File: config.mk
export PLATFORM = sky130hd
export DESIGN_NAME = instrDecode
export DESIGN_NICKNAME = d
export VERILOG_FILES = /design/src/design/phaethonPkg.sv /design/src/design/instrDecode.sv
export VERILOG_INCLUDE_DIRS = /design/src /design/src/design
export SDC_FILE = /design/constraint.sdc
export NUM_CORES = 1
export LEC_CHECK = 0
export BUFFER_PORTS_ARGS = -buffer_cell sky130_fd_sc_hd__buf_2
export CORE_MARGIN = 2
export CORE_UTILIZATION = 35
export DETAILED_ROUTE_END_ITERATION = 12
export PLACE_DENSITY_LB_ADDON = 0.12
export SLEW_MARGIN = 20
export SYNTH_ARGS = -nofsm -noshare
export SYNTH_HDL_FRONTEND = slang
export SYNTH_SLANG_ARGS = --single-unit
File: constraint.sdc
create_clock -name clk -period 0.8 [get_ports clk]
set_input_delay 0.04 -clock clk [delete_from_list [all_inputs] [get_ports clk]]
set_output_delay 0.04 -clock clk [all_outputs]
set_load 0.03 [all_outputs]
File: src/design/phaethon_cfg.svh
`ifndef PHAETHON_CFG_SVH
`define PHAETHON_CFG_SVH

// Datapath width, also the address width
`define PH_WORD_W 32

// Register space. Fixed regs sit below the window
`define PH_FIXED_REGS 4
`define PH_WINDOW_REGS 64
`define PH_REG_COUNT (`PH_FIXED_REGS + `PH_WINDOW_REGS)
`define PH_FIELD_FIXED 64         // Field value where fixed regs start

// Fixed register roles
`define PH_SP_REG 0
`define PH_FLAGS_REG 1

// Byte steps
`define PH_STACK_STEP 4           // One stack slot
`define PH_INSTR_STEP 4           // One instruction word

`endif

File: src/design/phaethonPkg.sv
`default_nettype none

`include "phaethon_cfg.svh"

package phaethonPkg;

  typedef logic [`PH_WORD_W-1:0] word_t;
  typedef logic [$clog2(`PH_REG_COUNT)-1:0] regIdx_t;   // Physical register index

  // Byte 0 of the instruction word
  typedef enum logic [7:0] {
    opStall     = 8'h00,
    opDoutR     = 8'h01,
    opMovRC     = 8'h02,
    opMovRR     = 8'h03,
    opAddRRC    = 8'h04,
    opAddRRR    = 8'h05,
    opSubRRC    = 8'h06,
    opSubRRR    = 8'h07,
    opIncR      = 8'h08,
    opDecR      = 8'h09,
    opShlRRR    = 8'h0a,
    opShrRRR    = 8'h0b,
    opNegRR     = 8'h0c,
    opMulAddRRC = 8'h0d,
    opPackRRR   = 8'h0e,
    opMovRdC    = 8'h10,   // Loads and stores
    opMovRdRo   = 8'h11,
    opMovRdR    = 8'h12,
    opMovdCR    = 8'h13,
    opMovdRoR   = 8'h14,
    opPushR     = 8'h15,   // Stack
    opPopR      = 8'h16,
    opCallR     = 8'h17,
    opRet       = 8'h18,
    opCmpRR     = 8'h20,   // Compares
    opCmpRC     = 8'h21,
    opCmpERRR   = 8'h22,
    opCmpLtRRR  = 8'h23,
    opJmpC      = 8'h28,   // Jumps
    opJeC       = 8'h29,
    opJneC      = 8'h2a,
    opJzRC      = 8'h2b,
    opJnzRC     = 8'h2c
  } opcode_e;

  typedef struct packed {
    logic gt;
    logic lt;
    logic eq;               // Bit 0, tested by JeC and JneC
  } flags_t;

  typedef struct packed {
    opcode_e opcode;
    logic    hasConst;      // 8-byte form
    logic    memRead;
    logic    memWrite;
    logic    writesReg;
    logic    flowChange;    // Next ip not simply sequential
    regIdx_t dst;
    regIdx_t srcB;
    regIdx_t srcC;
  } decoded_t;

  typedef struct packed {
    word_t valA;
    word_t valB;
    word_t valC;
    word_t dataWord;        // Constant from second instruction word
  } operands_t;

  typedef struct packed {
    logic    regWe;
    regIdx_t regAddr;
    word_t   regData;
    logic    flagsWe;
    flags_t  flags;
    logic    spWe;
    word_t   spData;
    word_t   nextIp;
  } result_t;

  typedef struct packed {
    logic  rd;
    logic  wr;
    word_t addr;            // Byte address
    word_t wdata;
  } memReq_t;

endpackage

`default_nettype wire

File: src/design/instrDecode.sv
`timescale 1ns/1ps
`default_nettype none

`include "phaethon_cfg.svh"

module instrDecode (
  input  logic                  clk,
  input  logic                  reset,
  input  phaethonPkg::word_t    instrWord,
  input  logic                  decodeEn,
  output phaethonPkg::decoded_t dec
);
  import phaethonPkg::*;

  opcode_e opcode;
  logic    hasConst;
  logic    memRead;
  logic    memWrite;
  logic    writesReg;
  logic    flowChange;

  // Field at or above 64 hits a fixed reg, else the window at base 4
  function automatic regIdx_t mapField(input logic [7:0] field);
    logic [7:0] phys;
    if (field >= 8'(`PH_FIELD_FIXED)) begin
      phys = field - 8'(`PH_FIELD_FIXED);
    end else begin
      phys = field + 8'(`PH_FIXED_REGS);
    end
    return regIdx_t'(phys);
  endfunction

  // Opcode class table
  always_comb begin
    opcode     = opcode_e'(instrWord[7:0]);
    hasConst   = 1'b0;
    memRead    = 1'b0;
    memWrite   = 1'b0;
    writesReg  = 1'b0;
    flowChange = 1'b0;
    case (opcode)
      opMovRC, opAddRRC, opSubRRC, opMulAddRRC: begin
        hasConst  = 1'b1;
        writesReg = 1'b1;
      end
      opMovRR, opAddRRR, opSubRRR, opIncR, opDecR, opShlRRR, opShrRRR, opNegRR,
      opPackRRR, opCmpERRR, opCmpLtRRR: writesReg = 1'b1;
      opMovRdC, opMovRdRo: begin      // Load, address from constant
        hasConst  = 1'b1;
        memRead   = 1'b1;
        writesReg = 1'b1;
      end
      opMovRdR, opPopR: begin
        memRead   = 1'b1;
        writesReg = 1'b1;
      end
      opMovdCR, opMovdRoR: begin
        hasConst = 1'b1;
        memWrite = 1'b1;
      end
      opPushR: memWrite = 1'b1;
      opCallR: begin                  // Pushes ip
        memWrite   = 1'b1;
        flowChange = 1'b1;
      end
      opRet: begin                    // Pops return ip
        memRead    = 1'b1;
        flowChange = 1'b1;
      end
      opCmpRC: hasConst = 1'b1;
      opJmpC, opJeC, opJneC, opJzRC, opJnzRC: begin
        hasConst   = 1'b1;            // Target in constant
        flowChange = 1'b1;
      end
      opStall: flowChange = 1'b1;
      default: ;                      // CmpRR, DoutR
    endcase
  end

  always_ff @(posedge clk or posedge reset) begin
    if (reset) begin
      dec <= '0;                      // Decodes as Stall
    end else if (decodeEn) begin
      dec.opcode     <= opcode;
      dec.hasConst   <= hasConst;
      dec.memRead    <= memRead;
      dec.memWrite   <= memWrite;
      dec.writesReg  <= writesReg;
      dec.flowChange <= flowChange;
      dec.dst        <= mapField(instrWord[15:8]);
      dec.srcB       <= mapField(instrWord[23:16]);
      dec.srcC       <= mapField(instrWord[31:24]);
    end
  end

endmodule

`default_nettype wire

==> flow_summary.json, run 1 <==
{
  "grt_met1_usage_pct": 18.9,
  "worstHoldStart": "instrWord[5]",
  "final_critical_path_setup_slack_ns": -0.0730,
  "hold_ws_ns": 0.0662,
  "period_minus_slack_ns": 0.873,
  "critical_path.cell_chain": "buf_6",
  "final_cell_mix": "34 x sky130_fd_sc_hd__buf_2, 34 x sky130_fd_sc_hd__buf_6, 33 x sky130_fd_sc_hd__buf_4",
  "synth.yosys.seq_area_share_pct": 48.7,
  "fin_crit_sh_pct": 109,
  "power.internal_mw": 3.27,
  "cts_tree": "yes",
  "port_buffers": 68,
  "drt_first_iter_violations": 55,
  "critical_path.reg2reg.startpoint": "dec[8]",
  "num_vias": 1546,
  "slew-limit-headroom_pct": 81.2,
  "drtPass1Iterations": 3,
  "design.final.nets": 308,
  "setup.worst_path.class": "flop to output port",
  "ff2ff_path_depth": 1,
  "hpwlAfterDp_mm": 2.98,
  "failed_checks": "setup timing",
  "largest_net_degree_at_the_start_of_global_routing": 23,
  "synth-edff-count": 0,
  "grt_first_pass_wirelength_mm": 6.64,
  "gate_count_post_synth": 161,
  "post_synth.cell_area_avg_um2": 10.9,
  "largest_registers": "dec x34",
  "clock_insertion_delay_worst_skew_ns": 0.27,
  "power.sequential.fraction_pct": 42.4,
  "routed_wire_length_per_instance_um": 12.0,
  "p_leak_nw": 1.30,
  "timing.critical_path.to_type": "output port",
  "ys_dominant_reg_cell": "sky130_fd_sc_hd__dfrtp_1",
  "final_util_pct": 60.5,
  "totalWireLength_mm": 4.04,
  "critical_path_buf_inv_count": 1,
  "gr-usage-met2_pct": 26.9,
  "number_of_synthesized_register_bits": 34,
  "syn_to_final_growth_pct": 64.5,
  "drt-vias-per-instance": 4.57,
  "grt_usage_pct": 15.4,
  "category_of_the_worst_setup_path_launch_point": "flop",
  "worstReg2RegEnd": "dec[8]",
  "vdd_ir_drop_max_mv": 0.954,
  "fin_tns_setup_ns": -2.02,
  "core_area_um2": 4750,
  "global_route.peak_usage_layer": "met2",
  "comb_power_share_pct": 31.6,
  "finalSetupViolCount": 34,
  "synth.top_cells.by_area": "sky130_fd_sc_hd__dfrtp_1 49%, sky130_fd_sc_hd__mux2_2 11%, sky130_fd_sc_hd__nor2_1 4.9%",
  "worst_path_max_delay_cell": "sky130_fd_sc_hd__dfrtp_1",
  "floorplan.io_pins": 69,
  "design.die.area_um2": 5580,
  "min_delay_worst_endpoint": "dec[31]",
  "total_power_mw": 4.76,
  "power.density_nw_per_um2": 1660,
  "gr-total-overflow": 0,
  "number_of_antenna_violations_at_the_first_check_in_global_routing": 0,
  "clockRootBuffer": "sky130_fd_sc_hd__clkbuf_8",
  "cts_sinks": 34,
  "worst_setup_hold_path_clk_slew_ns": 0.07,
  "tightest_slew_ns": 0.281,
  "min_path_cells": 2,
  "grt_pass1_vias": 1557,
  "num_antenna_cells": 0,
  "synthDominantCellAreaShare_pct": 48.7,
  "clock_tree.htree_level_count": 2,
  "top_register": "dec",
  "die_w_um": 74.7,
  "yosys.area.top_type": "sky130_fd_sc_hd__dfrtp_1",
  "antenna_violating_nets_post_route": 0,
  "rsz0062_at_grt": "true",
  "timing.critical_path.slowest_cell_delay_ns": 0.41,
  "numCtsBuffers": 5,
  "final_cell_count_no_fill": 338,
  "crit_path_max_fanout": 2,
  "placed_cells_incl_taps": 317,
  "largest_reg_flops": 34,
  "swShare_pct": 31.3,
  "max_clk_rate_mhz": 1150,
  "initial_core_util_pct": 36.8,
  "p_clk_share_pct": 26.0,
  "synth_cell_type_count": 38,
  "globalRouteMet3Util_pct": 4.42,
  "clock-skew-final_ns": 0,
  "gp_congestion": 0.719,
  "post_synth_arst_share_pct": 100,
  "path_delay_family": "flip-flops",
  "outcome": "complete, but fails checks",
  "rows": 25,
  "cts.path.max_buffers": 2,
  "share_of_cells_above_drive_strength_1_pct": 58.3,
  "drt_drc_violations_left": 0,
  "finalHoldViolCount": 0,
  "final-max-slew-violation-count": 0,
  "tightest_hold_check_type": "input port to flop",
  "required_ns": 0.76,
  "cap_viol_max_count": 0,
  "dieHeight_um": 74.7,
  "regToRegSetupSlack_ns": 0.02,
  "yosysWarnings": 0,
  "worstPathArrival_ns": 0.83,
  "postSynthNetCount": 199,
  "netlist_area_um2": 1750,
  "power_switching_mw": 1.49
}
[timing repair]
action                                  in CTS  in global routing
hold buffers                                 7                  0
setup buffers                                3                  3
endpoints found under the setup margin      34                 41
endpoints found under the hold margin       40                  0
resized for setup                           68                  4
pin swaps                                    0                  2
[Yosys cell counts, types with 2 or more instances]
cell	number
sky130_fd_sc_hd__dfrtp_1	34
sky130_fd_sc_hd__nor2_1	23
sky130_fd_sc_hd__mux2_2	17
sky130_fd_sc_hd__a21oi_1	13
sky130_fd_sc_hd__xor2_1	7
sky130_fd_sc_hd__buf_2	6
sky130_fd_sc_hd__o21ai_0	6
sky130_fd_sc_hd__a31oi_1	5
sky130_fd_sc_hd__nand2_1	4
sky130_fd_sc_hd__ha_1	3
sky130_fd_sc_hd__inv_1	3
sky130_fd_sc_hd__mux2i_1	3
sky130_fd_sc_hd__nand3_1	3
sky130_fd_sc_hd__nand4_1	3
sky130_fd_sc_hd__o2111ai_1	3
sky130_fd_sc_hd__xnor2_1	3
sky130_fd_sc_hd__clkbuf_1	2
sky130_fd_sc_hd__nand2b_1	2
sky130_fd_sc_hd__nor2b_1	2
[power by group through the flow]
| stage | sequential (mW) | clock (mW) | combinational [mW] |
|---|---|---|---|
| after CTS | 2.02 | 1.30 | 1.49 |
| after floorplan | 2.36 | 0 | 0.408 |
| after global routing | 2.04 | 1.37 | 1.62 |
| after detailed placement | 2.01 | 0 | 1.24 |
| final | 2.02 | 1.24 | 1.50 |
| after global placement | 2.01 | 0 | 1.23 |
[layer usage]
| metal | share of wire [%] | vias up |
|---|---|---|
| met5 | 0 | - |
| met4 | 0.54 | 0 |
| met3 | 6.0 | 2 |
| met2 | 50 | 44 |
| met1 | 44 | 711 |
| li1 | - | 789 |
[kinds of logic after synthesis]
| logic type | Yosys count | synth area share, % |
|---|---|---|
| buffers and inverters | 14 | 4.51 |
| flip-flops | 34 | 48.7 |
| adder cells (fa/ha/maj) | 3 | 2.15 |
| XOR/XNOR | 10 | 5.01 |
| AND/OR/NAND/NOR | 48 | 15.0 |
| AO/OA/AOI/OAI | 32 | 12.0 |
| multiplexers | 20 | 12.7 |
[final cells by class]
cell class,count,area [µm²]
clock buffers,6,72.6
clock inverters,2,13.8
fillers,414,1880
inverters,3,11.3
multi-input cells,113,848
flip-flops and latches,34,872
well taps,67,83.8
repair buffers,113,973
[through the flow]
step / setup WS, ns / cell area [µm²]
2_1_floorplan: -0.0552 / 1810
3_3_place_gp: -0.212 / 2450
3_5_place_dp: -0.233 / 2450
6_report: -0.0730 / 2880
4_1_cts: -0.0871 / 2840
5_1_grt: -0.109 / 2880
[worst max-delay path by stage]
stage / start / end / slack, ns / cells after the start
final: dec[19] / dec[19] / -0.07 / 1
after global routing: dec[13] / dec[13] / -0.11 / 1
after CTS: dec[26] / dec[26] / -0.09 / 1
after detailed placement: instrWord[4] / dec[21] / -0.23 / 6
after global placement: instrWord[1] / dec[25] / -0.21 / 5
after floorplan: reset / dec[0] / -0.06 / 1
Power figures use the tool's default switching activity.
==> inputs of run 2 (changes only) <==
--- a/config.mk
+++ b/config.mk
@@ -7,7 +7,6 @@
 export NUM_CORES = 1
 export LEC_CHECK = 0
 export BUFFER_PORTS_ARGS = -buffer_cell sky130_fd_sc_hd__buf_2
-export CORE_MARGIN = 2
 export CORE_UTILIZATION = 35
 export DETAILED_ROUTE_END_ITERATION = 12
 export PLACE_DENSITY_LB_ADDON = 0.12
==> run 2 against run 1 <==
The flow still finishes with violations (setup timing). Setup slack got worse by 0.0043 ns. Cell count grew 0.30%. Sequential share of layout area decreased by 0.31 points. Critical path depth did not move. Routed wire length up 1.7%. Design area up 1.0%. Count of clock-buffer cells in the layout is the same. First-iteration DRC count fell by 5.5%. Via count grew 1.5%. Largest power group unchanged.
==> flow_summary.json, run 2 (same netlist as run 1, synthesis figures left out) <==
{
  "outcome": "complete, but fails checks",
  "failed_checks": "setup timing",
  "worst_setup_hold_path_clk_slew_ns": 0.07,
  "rsz0062_at_grt": "true",
  "share_of_cells_above_drive_strength_1_pct": 60.3,
  "port_buffers": 68,
  "gp_congestion": 0.709,
  "syn_to_final_growth_pct": 66.2,
  "floorplan.io_pins": 69,
  "cts_sinks": 34,
  "cts.path.max_buffers": 2,
  "power.density_nw_per_um2": 1670,
  "numCtsBuffers": 5,
  "core_area_um2": 4750,
  "p_leak_nw": 1.31,
  "num_vias": 1569,
  "grt_pass1_vias": 1601,
  "category_of_the_worst_setup_path_launch_point": "flop",
  "drt_first_iter_violations": 52,
  "drt_drc_violations_left": 0,
  "totalWireLength_mm": 4.11,
  "largest_reg_flops": 34,
  "finalHoldViolCount": 0,
  "setup.worst_path.class": "flop to output port",
  "worst_path_max_delay_cell": "sky130_fd_sc_hd__dfrtp_1",
  "clockRootBuffer": "sky130_fd_sc_hd__clkbuf_8",
  "grt_first_pass_wirelength_mm": 6.95,
  "tightest_slew_ns": 0.282,
  "number_of_antenna_violations_at_the_first_check_in_global_routing": 0,
  "grt_usage_pct": 16.9,
  "required_ns": 0.76,
  "largest_registers": "dec x34",
  "design.final.nets": 309,
  "dpl_cell_area_um2": 2460,
  "drt-vias-per-instance": 4.63,
  "fin_tns_setup_ns": -2.15,
  "period_minus_slack_ns": 0.877,
  "die_w_um": 72.7,
  "final_critical_path_setup_slack_ns": -0.0774,
  "final-max-slew-violation-count": 0,
  "hold_ws_ns": 0.0852,
  "top_register": "dec",
  "critical_path.cell_chain": "buf_6",
  "antenna_violating_nets_post_route": 0,
  "total_power_mw": 4.86,
  "critical_path_buf_inv_count": 1,
  "final_cell_mix": "35 x sky130_fd_sc_hd__buf_6, 34 x sky130_fd_sc_hd__buf_2, 34 x sky130_fd_sc_hd__buf_4",
  "clock_tree.htree_level_count": 2,
  "cap_viol_max_count": 0,
  "vdd_ir_drop_max_mv": 0.946,
  "tightest_hold_check_type": "input port to flop",
  "design.die.area_um2": 5280,
  "finalSetupViolCount": 34,
  "timing.critical_path.to_type": "output port",
  "detailedPlace.worstSlack_ns": -0.240,
  "hpwlAfterDp_mm": 2.95,
  "largest_net_degree_at_the_start_of_global_routing": 23,
  "final_cell_area_um2": 2910,
  "fin_crit_sh_pct": 110,
  "worstPathArrival_ns": 0.84,
  "clock_insertion_delay_worst_skew_ns": 0.28,
  "slew-limit-headroom_pct": 81.2,
  "num_antenna_cells": 0,
  "cts_tree": "yes",
  "crit_path_max_fanout": 2,
  "max_clk_rate_mhz": 1140,
  "clock-skew-final_ns": 0,
  "gr-total-overflow": 0,
  "drtPass1Iterations": 4,
  "dieHeight_um": 72.7,
  "initial_core_util_pct": 36.8,
  "rows": 25,
  "path_delay_family": "flip-flops",
  "timing.critical_path.slowest_cell_delay_ns": 0.40,
  "routed_wire_length_per_instance_um": 12.1,
  "commonest_non_fill_non_tap_cell_in_the_layout": "sky130_fd_sc_hd__buf_6"
}
-- run 2: worst paths after layout --
| path | cells after the start | slack, ns | to | startpoint |
|---|---|---|---|---|
| worst max-delay path | 1 | -0.08 | dec[4] | dec[4] |
| worst min-delay path | 3 | 0.09 | dec[12] | instrWord[21] |
| worst max register to register | 1 | 0 | dec[7] | dec[7] |
| worst min register to register | 1 | 0.53 | dec[33] | dec[33] |
| max in group asynchronous | 4 | 0.16 | dec[27] | reset |
| min in group asynchronous | 4 | 0.34 | dec[21] | reset |
-- run 2: timing repair --
item / 4_1_cts / 5_1_grt
endpoints found under the hold margin: 40 / 0
resized for setup: 68 / 11
buffers inserted: 4 / 0
gates cloned: 0 / 0
endpoints found under the setup margin: 34 / 47
hold buffers: 7 / 0
-- run 2: cell type report --
class | instances | area, µm²
Clock buffer | 6 | 82.6
Clock inverter | 2 | 12.5
Fill cell | 429 | 1850
Inverter | 3 | 11.3
Multi-Input combinational cell | 113 | 871
Sequential cell | 34 | 872
Tap cell | 67 | 83.8
Timing Repair Buffer | 114 | 972
-- run 2: where the power goes --
group	internal, mW	leakage (nW)	switching [mW]	total [mW]
logic	0.754	0.875	0.751	1.51
registers	1.90	0.383	0.118	2.02
clock network	0.692	0.0472	0.649	1.34
total	3.35	1.31	1.52	4.86
-- run 2: per-stage QoR --
stage	cells	util, %
6_report	339	61.1
3_3_place_gp	320	51.7
4_1_cts	339	60.3
3_5_place_dp	320	51.7
2_1_floorplan	161	-
5_1_grt	339	61.1
-- run 2: metal layers --
metal  up-vias  GRT usage, %  share of wire (%)
met1       722          20.4                 44
met3         8          3.73                4.3
met5         -             0                  0
met2        46          29.6                 50
li1        793             -                  -
met4         0          5.88                2.2
