$ cat src/design/phaethon_cfg.svh
`ifndef PHAETHON_CFG_SVH
`define PHAETHON_CFG_SVH

// Datapath width, also the address width
`define PH_WORD_W 32

// Register space. Fixed regs sit below the window
`define PH_FIXED_REGS 4
`define PH_WINDOW_REGS 64
`define PH_REG_COUNT (`PH_FIXED_REGS + `PH_WINDOW_REGS)
`define PH_FIELD_FIXED 64         // Field value where fixed regs start

// Fixed register roles
`define PH_SP_REG 0
`define PH_FLAGS_REG 1

// Byte steps
`define PH_STACK_STEP 4           // One stack slot
`define PH_INSTR_STEP 4           // One instruction word

`endif

$ cat src/design/phaethonPkg.sv
`default_nettype none

`include "phaethon_cfg.svh"

package phaethonPkg;

  typedef logic [`PH_WORD_W-1:0] word_t;
  typedef logic [$clog2(`PH_REG_COUNT)-1:0] regIdx_t;   // Physical register index

  // Byte 0 of the instruction word
  typedef enum logic [7:0] {
    opStall     = 8'h00,
    opDoutR     = 8'h01,
    opMovRC     = 8'h02,
    opMovRR     = 8'h03,
    opAddRRC    = 8'h04,
    opAddRRR    = 8'h05,
    opSubRRC    = 8'h06,
    opSubRRR    = 8'h07,
    opIncR      = 8'h08,
    opDecR      = 8'h09,
    opShlRRR    = 8'h0a,
    opShrRRR    = 8'h0b,
    opNegRR     = 8'h0c,
    opMulAddRRC = 8'h0d,
    opPackRRR   = 8'h0e,
    opMovRdC    = 8'h10,   // Loads and stores
    opMovRdRo   = 8'h11,
    opMovRdR    = 8'h12,
    opMovdCR    = 8'h13,
    opMovdRoR   = 8'h14,
    opPushR     = 8'h15,   // Stack
    opPopR      = 8'h16,
    opCallR     = 8'h17,
    opRet       = 8'h18,
    opCmpRR     = 8'h20,   // Compares
    opCmpRC     = 8'h21,
    opCmpERRR   = 8'h22,
    opCmpLtRRR  = 8'h23,
    opJmpC      = 8'h28,   // Jumps
    opJeC       = 8'h29,
    opJneC      = 8'h2a,
    opJzRC      = 8'h2b,
    opJnzRC     = 8'h2c
  } opcode_e;

  typedef struct packed {
    logic gt;
    logic lt;
    logic eq;               // Bit 0, tested by JeC and JneC
  } flags_t;

  typedef struct packed {
    opcode_e opcode;
    logic    hasConst;      // 8-byte form
    logic    memRead;
    logic    memWrite;
    logic    writesReg;
    logic    flowChange;    // Next ip not simply sequential
    regIdx_t dst;
    regIdx_t srcB;
    regIdx_t srcC;
  } decoded_t;

  typedef struct packed {
    word_t valA;
    word_t valB;
    word_t valC;
    word_t dataWord;        // Constant from second instruction word
  } operands_t;

  typedef struct packed {
    logic    regWe;
    regIdx_t regAddr;
    word_t   regData;
    logic    flagsWe;
    flags_t  flags;
    logic    spWe;
    word_t   spData;
    word_t   nextIp;
  } result_t;

  typedef struct packed {
    logic  rd;
    logic  wr;
    word_t addr;            // Byte address
    word_t wdata;
  } memReq_t;

endpackage

`default_nettype wire

$ cat src/design/coreSequencer.sv
`timescale 1ns/1ps
`default_nettype none

`include "phaethon_cfg.svh"

module coreSequencer (
  input  logic                  clk,
  input  logic                  reset,
  input  phaethonPkg::word_t    ramIn,
  input  phaethonPkg::decoded_t dec,
  input  phaethonPkg::memReq_t  memReq,
  input  phaethonPkg::word_t    nextIp,
  output phaethonPkg::word_t    ramAddress,
  output phaethonPkg::word_t    ramOut,
  output logic                  readReq,
  output logic                  writeReq,
  output logic                  decodeEn,
  output logic                  operandEn,
  output logic                  commitEn,
  output phaethonPkg::word_t    ip,
  output phaethonPkg::word_t    dataWord,
  output phaethonPkg::word_t    loadValue
);
  import phaethonPkg::*;

  typedef enum logic [3:0] {
    Fetch,
    FetchWait,      // RAM latches address
    Decode,         // Instruction word on ramIn
    OperandRead,
    ConstWait,
    ConstDone,      // Constant on ramIn
    MemRequest,
    MemWait,
    MemDone,        // Load data on ramIn
    Commit
  } mode_e;

  mode_e mode;
  logic  memAccess;

  assign memAccess = dec.memRead | dec.memWrite;

  // One-cycle stage strobes
  assign decodeEn  = mode == Decode;
  assign operandEn = mode == OperandRead;
  assign commitEn  = mode == Commit;

  always_ff @(posedge clk or posedge reset) begin
    if (reset) begin
      mode     <= Fetch;
      ip       <= '0;
      readReq  <= 1'b0;
      writeReq <= 1'b0;
    end else begin
      readReq  <= 1'b0;                   // Strobes drop by default
      writeReq <= 1'b0;
      case (mode)
        Fetch: begin
          readReq <= 1'b1;
          mode    <= FetchWait;
        end
        FetchWait: mode <= Decode;
        Decode:    mode <= OperandRead;
        OperandRead: begin
          if (dec.hasConst) begin
            readReq <= 1'b1;              // Second instruction word
            mode    <= ConstWait;
          end else if (memAccess) begin
            mode <= MemRequest;
          end else begin
            mode <= Commit;
          end
        end
        ConstWait: mode <= ConstDone;
        ConstDone: mode <= memAccess ? MemRequest : Commit;
        MemRequest: begin
          readReq  <= memReq.rd;
          writeReq <= memReq.wr;
          mode     <= MemWait;
        end
        MemWait: mode <= MemDone;
        MemDone: mode <= Commit;
        Commit: begin
          ip   <= nextIp;
          mode <= Fetch;
        end
        default: mode <= Fetch;
      endcase
    end
  end

  // Address, store data and captured words
  always_ff @(posedge clk) begin
    case (mode)
      Fetch:       ramAddress <= ip;
      OperandRead: ramAddress <= ip + word_t'(`PH_INSTR_STEP);
      ConstDone:   dataWord   <= ramIn;
      MemRequest: begin
        ramAddress <= memReq.addr;
        ramOut     <= memReq.wdata;
      end
      MemDone:     loadValue  <= ramIn;
      default: ;
    endcase
  end

endmodule

`default_nettype wire

$ cat config.mk
export PLATFORM = sky130hd
export DESIGN_NAME = coreSequencer
export DESIGN_NICKNAME = d
export VERILOG_FILES = /design/src/design/phaethonPkg.sv /design/src/design/coreSequencer.sv
export VERILOG_INCLUDE_DIRS = /design/src /design/src/design
export SDC_FILE = /design/constraint.sdc
export NUM_CORES = 1
export LEC_CHECK = 0
export BUFFER_PORTS_ARGS = -buffer_cell sky130_fd_sc_hd__buf_2
export CAP_MARGIN = 20
export CORE_ASPECT_RATIO = 1.75
export CORE_MARGIN = 4
export CORE_UTILIZATION = 41
export DETAILED_ROUTE_END_ITERATION = 8
export PLACE_DENSITY = 0.83
export REMOVE_ABC_BUFFERS = 1
export SETUP_SLACK_MARGIN = 0.02
export SLEW_MARGIN = 15
export SYNTH_ARGS = -nofsm -noshare
export SYNTH_HDL_FRONTEND = slang
export SYNTH_SLANG_ARGS = --single-unit
$ cat constraint.sdc
create_clock -name clk -period 3.85 [get_ports clk]
set_clock_uncertainty 0.15 [all_clocks]
set_input_delay 0.385 -clock clk [delete_from_list [all_inputs] [get_ports clk]]
set_output_delay 0.385 -clock clk [all_outputs]
set_load 0.02 [all_outputs]
==> results of run 1 <==
logic make-up after synthesis:
logic type,after synthesis
flip-flops,166
AND/OR/NAND/NOR,158
AO/OA/AOI/OAI,74
buffers and inverters,36
multiplexers,29
XOR/XNOR,1
adder cells (fa/ha/maj),1
what timing repair did:
item                       CTS  global route
hold endpoints to repair   118             1
setup endpoints to repair    0             0
hold buffers                57             1
cell usage after synthesis (2+ instances only):
cell / instances
sky130_fd_sc_hd__a221o_1: 11
sky130_fd_sc_hd__a22oi_1: 4
sky130_fd_sc_hd__nor3b_1: 3
sky130_fd_sc_hd__a41oi_1: 2
sky130_fd_sc_hd__o311ai_1: 3
sky130_fd_sc_hd__nand2b_1: 3
sky130_fd_sc_hd__nor2_2: 2
sky130_fd_sc_hd__o21ai_0: 23
sky130_fd_sc_hd__nand4bb_1: 2
sky130_fd_sc_hd__and3_1: 3
sky130_fd_sc_hd__or4_1: 2
sky130_fd_sc_hd__o211ai_1: 4
sky130_fd_sc_hd__nand4_2: 3
sky130_fd_sc_hd__nor3_1: 11
sky130_fd_sc_hd__a31o_1: 2
sky130_fd_sc_hd__o21ai_1: 2
sky130_fd_sc_hd__clkbuf_1: 11
sky130_fd_sc_hd__a31oi_1: 2
sky130_fd_sc_hd__nand3_1: 21
sky130_fd_sc_hd__a21oi_1: 13
sky130_fd_sc_hd__inv_2: 2
sky130_fd_sc_hd__dfrtp_1: 38
sky130_fd_sc_hd__nand2_1: 54
sky130_fd_sc_hd__nand4_1: 10
sky130_fd_sc_hd__buf_2: 13
sky130_fd_sc_hd__edfxtp_1: 128
sky130_fd_sc_hd__nor2_1: 21
sky130_fd_sc_hd__nor4_1: 8
sky130_fd_sc_hd__inv_1: 8
sky130_fd_sc_hd__o311ai_0: 3
sky130_fd_sc_hd__nor4_4: 3
sky130_fd_sc_hd__nor2b_1: 4
sky130_fd_sc_hd__mux2_2: 28
sequential cells by signal, summed over array words and instances, names as in the netlist:
register / count
writeReq: 1
dataWord: 32
mode: 4
loadValue: 32
ip: 32
readReq: 1
ramOut: 32
ramAddress: 32
metrics by stage:
stage	setup slack [ns]	hold slack, ns	instance area [um^2]	instances
floorplan	0.193	0.334	6560	439
global placement	1.15	0.363	8340	932
detailed placement	1.09	0.384	8340	932
CTS	0.970	0.00113	9490	1021
global route	0.856	0.00126	9510	1024
finish	1.00	0.0249	9510	1025
layer usage:
metal	share of wire, %	routed length, um	global-route usage (%)	vias to the layer above
met5	0	0	0	-
met4	4.0	778	10.9	0
met3	7.2	1400	5.26	52
met2	55	10600	37.0	286
met1	34	6560	21.7	2554
li1	-	-	-	2505
cell type report:
| class | instances | area (um^2) |
|---|---|---|
| inverter | 10 | 37.5 |
| fill | 1289 | 6440 |
| clock buffer | 17 | 425 |
| clock inverter | 15 | 153 |
| timing repair buffer | 362 | 2110 |
| sequential | 166 | 4790 |
| tap | 189 | 236 |
| multi-input combinational | 263 | 1740 |
| antenna | 3 | 7.51 |
placed cells by master (no fill, tap or decap), types with 11 or more instances in the layout:
cell / n
sky130_fd_sc_hd__buf_2: 299
sky130_fd_sc_hd__edfxtp_1: 128
sky130_fd_sc_hd__dlygate4sd3_1: 58
sky130_fd_sc_hd__nand2_1: 54
sky130_fd_sc_hd__dfrtp_1: 38
sky130_fd_sc_hd__mux2_2: 28
sky130_fd_sc_hd__o21ai_0: 23
sky130_fd_sc_hd__nand3_1: 21
sky130_fd_sc_hd__nor2_1: 19
sky130_fd_sc_hd__clkbuf_16: 17
sky130_fd_sc_hd__a21oi_1: 13
sky130_fd_sc_hd__nor3_1: 11
sky130_fd_sc_hd__a221o_1: 11
worst register-to-register path, delay by kind of cell (launching register included):
| family | cells | cell delay (ns) |
|---|---|---|
| flops | 1 | 0.59 |
| buf+inv | 2 | 0.65 |
| simple gates | 2 | 0.91 |
| compound gates | 2 | 0.35 |
worst max path at each step:
stage	slack, ns	start	to	cells past startpoint
2_1_floorplan	0.19	mode[3]	dataWord[0]	2
3_3_place_gp	1.15	mode[3]	ramAddress[23]	6
3_5_place_dp	1.09	mode[2]	ramAddress[5]	6
4_1_cts	0.97	mode[1]	commitEn	3
5_1_grt	0.86	mode[3]	ramAddress[5]	6
6_report	1.00	mode[2]	ramAddress[5]	6
power breakdown:
group	internal, mW	switching (mW)
clock	0.867	0.771
combinational	0.824	1.59
sequential	2.61	0.465
==> impl_summary.log, run 1 <==
[metrics] overall die width: between 100 and 150 um
[metrics] cell breakdown of the critical path: nand4bb_1 -> buf_4 -> inv_2 -> nor2_2 -> o21ai_0 -> o311ai_0
[metrics] nets@finish: 987
[metrics] async set-reset flop share out of synthesis: roughly 23%
[metrics] Post-synth top flop: sky130_fd_sc_hd__edfxtp_1
[metrics] reg-to-reg startpoint: mode[2]
[metrics] multiplexer fraction of the synthesized cell area: 4.87%
[metrics] ratio of final minimum period to clock period: about 74%
[metrics] setup repair bufs after CTS: 0
[metrics] Synth Instances: about 470
[metrics] Max Buffers Root-to-Sink: 2
[metrics] largest stage delay on the critical path: 0.71 ns
[metrics] required time at the worst-slack endpoint: a little under 4 ns
[metrics] largest net degree at the start of global routing: 66
[metrics] HPWL after detailed placement: 13.8 mm
[metrics] nature of the critical path startpoint: register
[metrics] via count: 5397
[metrics] Top-Level Pins: around 330
[metrics] clock-pin slew on the worst setup and hold paths: 0.07 ns
[metrics] final critical path time including I/O delays and setup: ~2.8 ns
[metrics] Buffers on Ports: 299
[metrics] Rows: 61
[metrics] initial antenna violation count: 2
[metrics] reg2reg path depth: 6
[metrics] hold wc startpoint: ramIn[6]
[metrics] wire length of the first global-routing pass: 29.3 mm
[metrics] gp weighted congestion: 0.845
[metrics] status: finished clean
[metrics] unrepaired setup endpoints after global routing: false
[metrics] Wirelength per Cell: 18.9 um
[metrics] Die Ht: about 180 um
[metrics] starting density of the core: a little over two fifths
[metrics] overall routed net length: 19.4 mm
[metrics] arrival time worst endpoint: 2.91 ns
[metrics] Syn-to-layout area delta: 42.5%
[metrics] VDD IR max: 0.000439 V
[metrics] main combinational cell family by area after synthesis: simple AND/OR/NAND/NOR gates
[metrics] GRT Total Usage: 20.5%
[metrics] final number of setup-violating endpoints: 0
[metrics] flops & latches, synth: roughly 170
[metrics] ratio of routed vias to standard cells: 5.27
[metrics] kind of cell adding the most delay to the critical path: simple AND/OR/NAND/NOR gates
[metrics] final core area utilization: 59.6%
[metrics] H-Tree Level Count: 4
[metrics] reg-to-reg critical path endpoint: ramAddress[5]
[metrics] reg-to-reg slack, setup: 1.00 ns
[metrics] cell type with the highest aggregate area in the netlist: sky130_fd_sc_hd__edfxtp_1
[metrics] cell with the largest stage delay on the worst path: sky130_fd_sc_hd__nor2_2
[metrics] power per cell area: 749 mW/mm^2
[metrics] Routed Antenna Nets: 0
[metrics] Slew Limit Fails: 0
[metrics] static leakage: 4.02 nW
[metrics] critical path type: reg2reg
[metrics] Max Fanout on Critical Path: 35
[metrics] max-cap violations: 0
[metrics] via count of the first global-routing pass: 5480
[metrics] Synth area leaders: sky130_fd_sc_hd__edfxtp_1, sky130_fd_sc_hd__dfrtp_1, sky130_fd_sc_hd__mux2_2
[metrics] Final Total Pwr: 7.12 mW
[metrics] number of remaining DRC errors: 0
[metrics] root buffer cell: sky130_fd_sc_hd__clkbuf_16
[metrics] router iterations before antenna repair: 5
[metrics] adder-cell area share of the yosys netlist: 0.187%
[metrics] endpoint kind of the worst setup timing path: register
[metrics] Setup TNS Final: 0 ns
[metrics] number of clock sinks: between 150 and 200
[metrics] total global routing overflow: 0
[metrics] cell depth of the worst min-delay path: 1
[metrics] insertion delay of the later-clocked pin in the worst-skew pair: 0.41 ns
[metrics] area share of and/or/nand/nor cells after synthesis: a little over an eighth
[metrics] Yosys warning count: 0
[metrics] Least-Margin Pin Slew: roughly 1 ns
[metrics] XOR/XNOR Fraction of Synth Area: 0.131%
[metrics] count of distinct cell types in the synthesized netlist: 51
[metrics] Relative slew margins: 33.3%
[metrics] type of the most critical hold path: in2reg
[metrics] area fraction in compound gates after synthesis: around 7.5%
[metrics] Synth top area share: 57.6%
[metrics] sequential-to-total area share from yosys stat: a little under three quarters
[metrics] core area: 0.0160 mm^2
[metrics] Detailed Route Iter0 Violations: around 360
[metrics] Worst Hold End: loadValue[6]
[metrics] Netlist Area Pre-Place: about 0.0067 mm^2
[metrics] mean post-synth cell area: approximately 14 um^2
[metrics] number of gates resized after cts: 0
[metrics] number of synthesized flops with an enable pin: 128
[metrics] share of final-layout standard cells stronger than drive strength 1: 45.6%
[metrics] cts bufs inserted: 17
[metrics] maximum operating frequency: 351 MHz
[metrics] DIE AREA: 0.0185 mm^2
[metrics] critical path buffer and inverter count: 2
[metrics] CTS tree: yes
[metrics] final hold violation count: 0
Power figures use the tool's default switching activity.
==> inputs of run 2 (changes only) <==
CORE_ASPECT_RATIO = not set   (was 1.75)
CORE_UTILIZATION = 46   (was 41)
PLACE_DENSITY = 0.87   (was 0.83)
clock period = 2.8 ns   (was 3.85 ns; I/O delays follow)
==> impl_summary.log, run 2 (synthesis gave the netlist of run 1 again) <==
[metrics] Buffers on Ports: 299 (unchanged)
[metrics] clock-pin slew on the worst setup and hold paths: 0.07 ns (about the same)
[metrics] Combinational Power Share: 36.1% (+2.2 points)
[metrics] power share of the sequential group: 41.2% (-1.9 points)
[metrics] GRT Total Usage: 26.1% (+5.7 points)
[metrics] hold wc startpoint: memReq[55]
[metrics] number of gates resized after cts: 0 (unchanged)
[metrics] insertion delay of the later-clocked pin in the worst-skew pair: 0.42 ns (about the same)
[metrics] Rows: 43 (-30%)
[metrics] initial antenna violation count: 0 (-2)
[metrics] Setup TNS Final: 0 ns (unchanged)
[metrics] required time at the worst-slack endpoint: 2.37 ns (-1.54 ns)
[metrics] reg-to-reg critical path endpoint: ramAddress[20]
[metrics] Worst Hold End: ramAddress[23]
[metrics] setup repair bufs after CTS: 0 (unchanged)
[metrics] Least-Margin Pin Slew: 0.843 ns (-0.155 ns)
[metrics] root buffer cell: sky130_fd_sc_hd__clkbuf_16
[metrics] reg-to-reg slack, setup: 0.36 ns (-0.64 ns)
[metrics] largest net degree at the start of global routing: 66 (unchanged)
[metrics] cell depth of the worst min-delay path: 3 (+2)
[metrics] arrival time worst endpoint: 2.11 ns (-0.80 ns)
[metrics] overall die width: 128 um (+23%)
[metrics] maximum operating frequency: 394 MHz
[metrics] Post-Route Hold Slack: 0.0217 ns (-0.00325 ns)
[metrics] cts bufs inserted: 17 (unchanged)
[metrics] H-Tree Level Count: 4 (unchanged)
[metrics] Detailed Route Iter0 Violations: 499 (+37%)
[metrics] gp weighted congestion: 0.919 (+8.8%)
[metrics] wire length of the first global-routing pass: 32.8 mm (+12%)
[metrics] max-cap violations: 0 (unchanged)
[metrics] reg2reg path depth: 5 (-1)
[metrics] ANT cells: 0 (-3)
[metrics] Top-Level Pins: 331 (unchanged)
[metrics] Reg area: 0.00479 mm^2 (unchanged)
[metrics] nets@finish: 1049 (+6.3%)
[metrics] router iterations before antenna repair: 5 (unchanged)
[metrics] most used cells in the layout excluding fill and tap cells: sky130_fd_sc_hd__buf_2, sky130_fd_sc_hd__edfxtp_1, sky130_fd_sc_hd__dlygate4sd3_1, sky130_fd_sc_hd__nand2_1, sky130_fd_sc_hd__dfrtp_1
[metrics] footprint of the multi-input gates: 0.00174 mm^2 (about the same)
[metrics] final number of setup-violating endpoints: 0 (unchanged)
[metrics] DIE AREA: 0.0165 mm^2 (-11%)
[metrics] critical path type: reg2out
[metrics] reg-to-reg startpoint: ip[2]
[metrics] total global routing overflow: 0 (unchanged)
[metrics] Relative slew margins: 43.7% (+10 points)
[metrics] number of fill cells in the layout: 863 (-33%)
[metrics] Wirelength per Cell: 20.3 um (+7.3%)
[metrics] number of remaining DRC errors: 0 (unchanged)
[metrics] ratio of routed vias to standard cells: 5.53 (+5.0%)
[metrics] via count: 5943 (+10%)
[metrics] Die Ht: 128 um (-27%)
[metrics] switching power share of the total: 39.0% (-0.66 points)
[metrics] status: finished clean
[metrics] nature of the critical path startpoint: register
[metrics] starting density of the core: 47.5% (+5.7 points)
[metrics] VDD IR max: 0.000601 V (+37%)
[metrics] overall routed net length: 21.8 mm (+13%)
[metrics] endpoint kind of the worst setup timing path: primary output
[metrics] unrepaired setup endpoints after global routing: false
[metrics] CTS tree: yes
[metrics] final hold violation count: 0 (unchanged)
[metrics] type of the most critical hold path: in2reg
[metrics] number of clock sinks: 166 (unchanged)
[metrics] commonest non-fill, non-tap cell in the layout: sky130_fd_sc_hd__buf_2
[metrics] final critical path time including I/O delays and setup: 2.54 ns
[metrics] Slew Limit Fails: 0 (unchanged)
[metrics] Max Buffers Root-to-Sink: 2 (unchanged)
[metrics] HPWL after detailed placement: 13.7 mm (-0.89%)
[metrics] # hold bufs at CTS: 110 (+93%)
[metrics] clock network fraction of design power: 22.6% (-0.4 points)
[metrics] Routed Antenna Nets: 0 (unchanged)
[metrics] via count of the first global-routing pass: 5993 (+9.4%)
[metrics] core area: 0.0140 mm^2 (-12%)
[metrics] net switching power: 3.96 mW (+40%)
[metrics] Max Fanout on Critical Path: 37 (+5.7%)
[metrics] static leakage: 4.29 nW (+6.7%)
[metrics] cell internal power dissipation: 6.19 mW (+44%)
[metrics] Syn-to-layout area delta: 51.2%
[metrics] ratio of final minimum period to clock period: 90.7%
[metrics] power per cell area: 1010 mW/mm^2 (+34%)
[metrics] share of final-layout standard cells stronger than drive strength 1: 43.2% (-2.4 points)
-- run 2: cell count changes in the layout (fill, tap and decap cells not counted), moves of 3 or more --
cell                            before  now
sky130_fd_sc_hd__dlygate4sd3_1      58  110
sky130_fd_sc_hd__clkinv_2            0    3
sky130_fd_sc_hd__buf_4               5   14
sky130_fd_sc_hd__diode_2             3    0
sky130_fd_sc_hd__inv_8               5    0
-- run 2: through the flow --
stage                     total power, mW  worst slack (ns)  util (%)  cell area, um^2  std cells
after floorplan                      6.20            -0.857         -             6560        439
after global placement               7.49             0.485      59.9             8420        933
after detailed placement             7.61             0.460      59.9             8420        933
after CTS                            10.0             0.226      71.9            10100       1075
after global routing                 10.6             0.150      71.9            10100       1075
final                                10.1             0.260      71.9            10100       1075
-- run 2: area by class of cell --
type                            count  area share (%)
Sequential cell                   166            47.5
Timing Repair Buffer              424            27.0
Multi-Input combinational cell    263            17.2
Clock buffer                       20            4.43
Tap cell                          180            2.23
Clock inverter                     12            1.26
Inverter                           10           0.372
-- run 2: worst max path at each step --
stage	end	start	slack, ns	cells after the start
2_1_floorplan	dataWord[0]	mode[3]	-0.86	2
3_3_place_gp	ramAddress[11]	mode[3]	0.49	4
3_5_place_dp	ramAddress[10]	mode[3]	0.46	5
4_1_cts	commitEn	mode[1]	0.23	5
5_1_grt	commitEn	mode[2]	0.15	5
6_report	commitEn	mode[1]	0.26	5
-- run 2: layer usage --
layer / wire length [um] / GRT usage (%) / up-vias
met5: 0 / 0 / -
met4: 853 / 12.5 / 0
met3: 2520 / 8.51 / 89
met2: 11200 / 45.9 / 473
met1: 7250 / 28.5 / 2756
li1: - / - / 2625
-- run 2: worst max-delay path: stages (launching register included) --
cell                      delay [ns]
sky130_fd_sc_hd__dfrtp_1        0.39
sky130_fd_sc_hd__buf_4          0.18
sky130_fd_sc_hd__nor2_1         0.23
sky130_fd_sc_hd__and3_1         0.20
sky130_fd_sc_hd__buf_4          0.40
sky130_fd_sc_hd__buf_2          0.26
-- run 2: power by group through the flow --
stage	clock, mW	combinational [mW]	sequential, mW
after floorplan	0	1.24	4.96
after global placement	0	3.35	4.14
after detailed placement	0	3.44	4.17
after CTS	2.32	3.57	4.14
after global routing	2.44	3.89	4.24
final	2.30	3.66	4.18
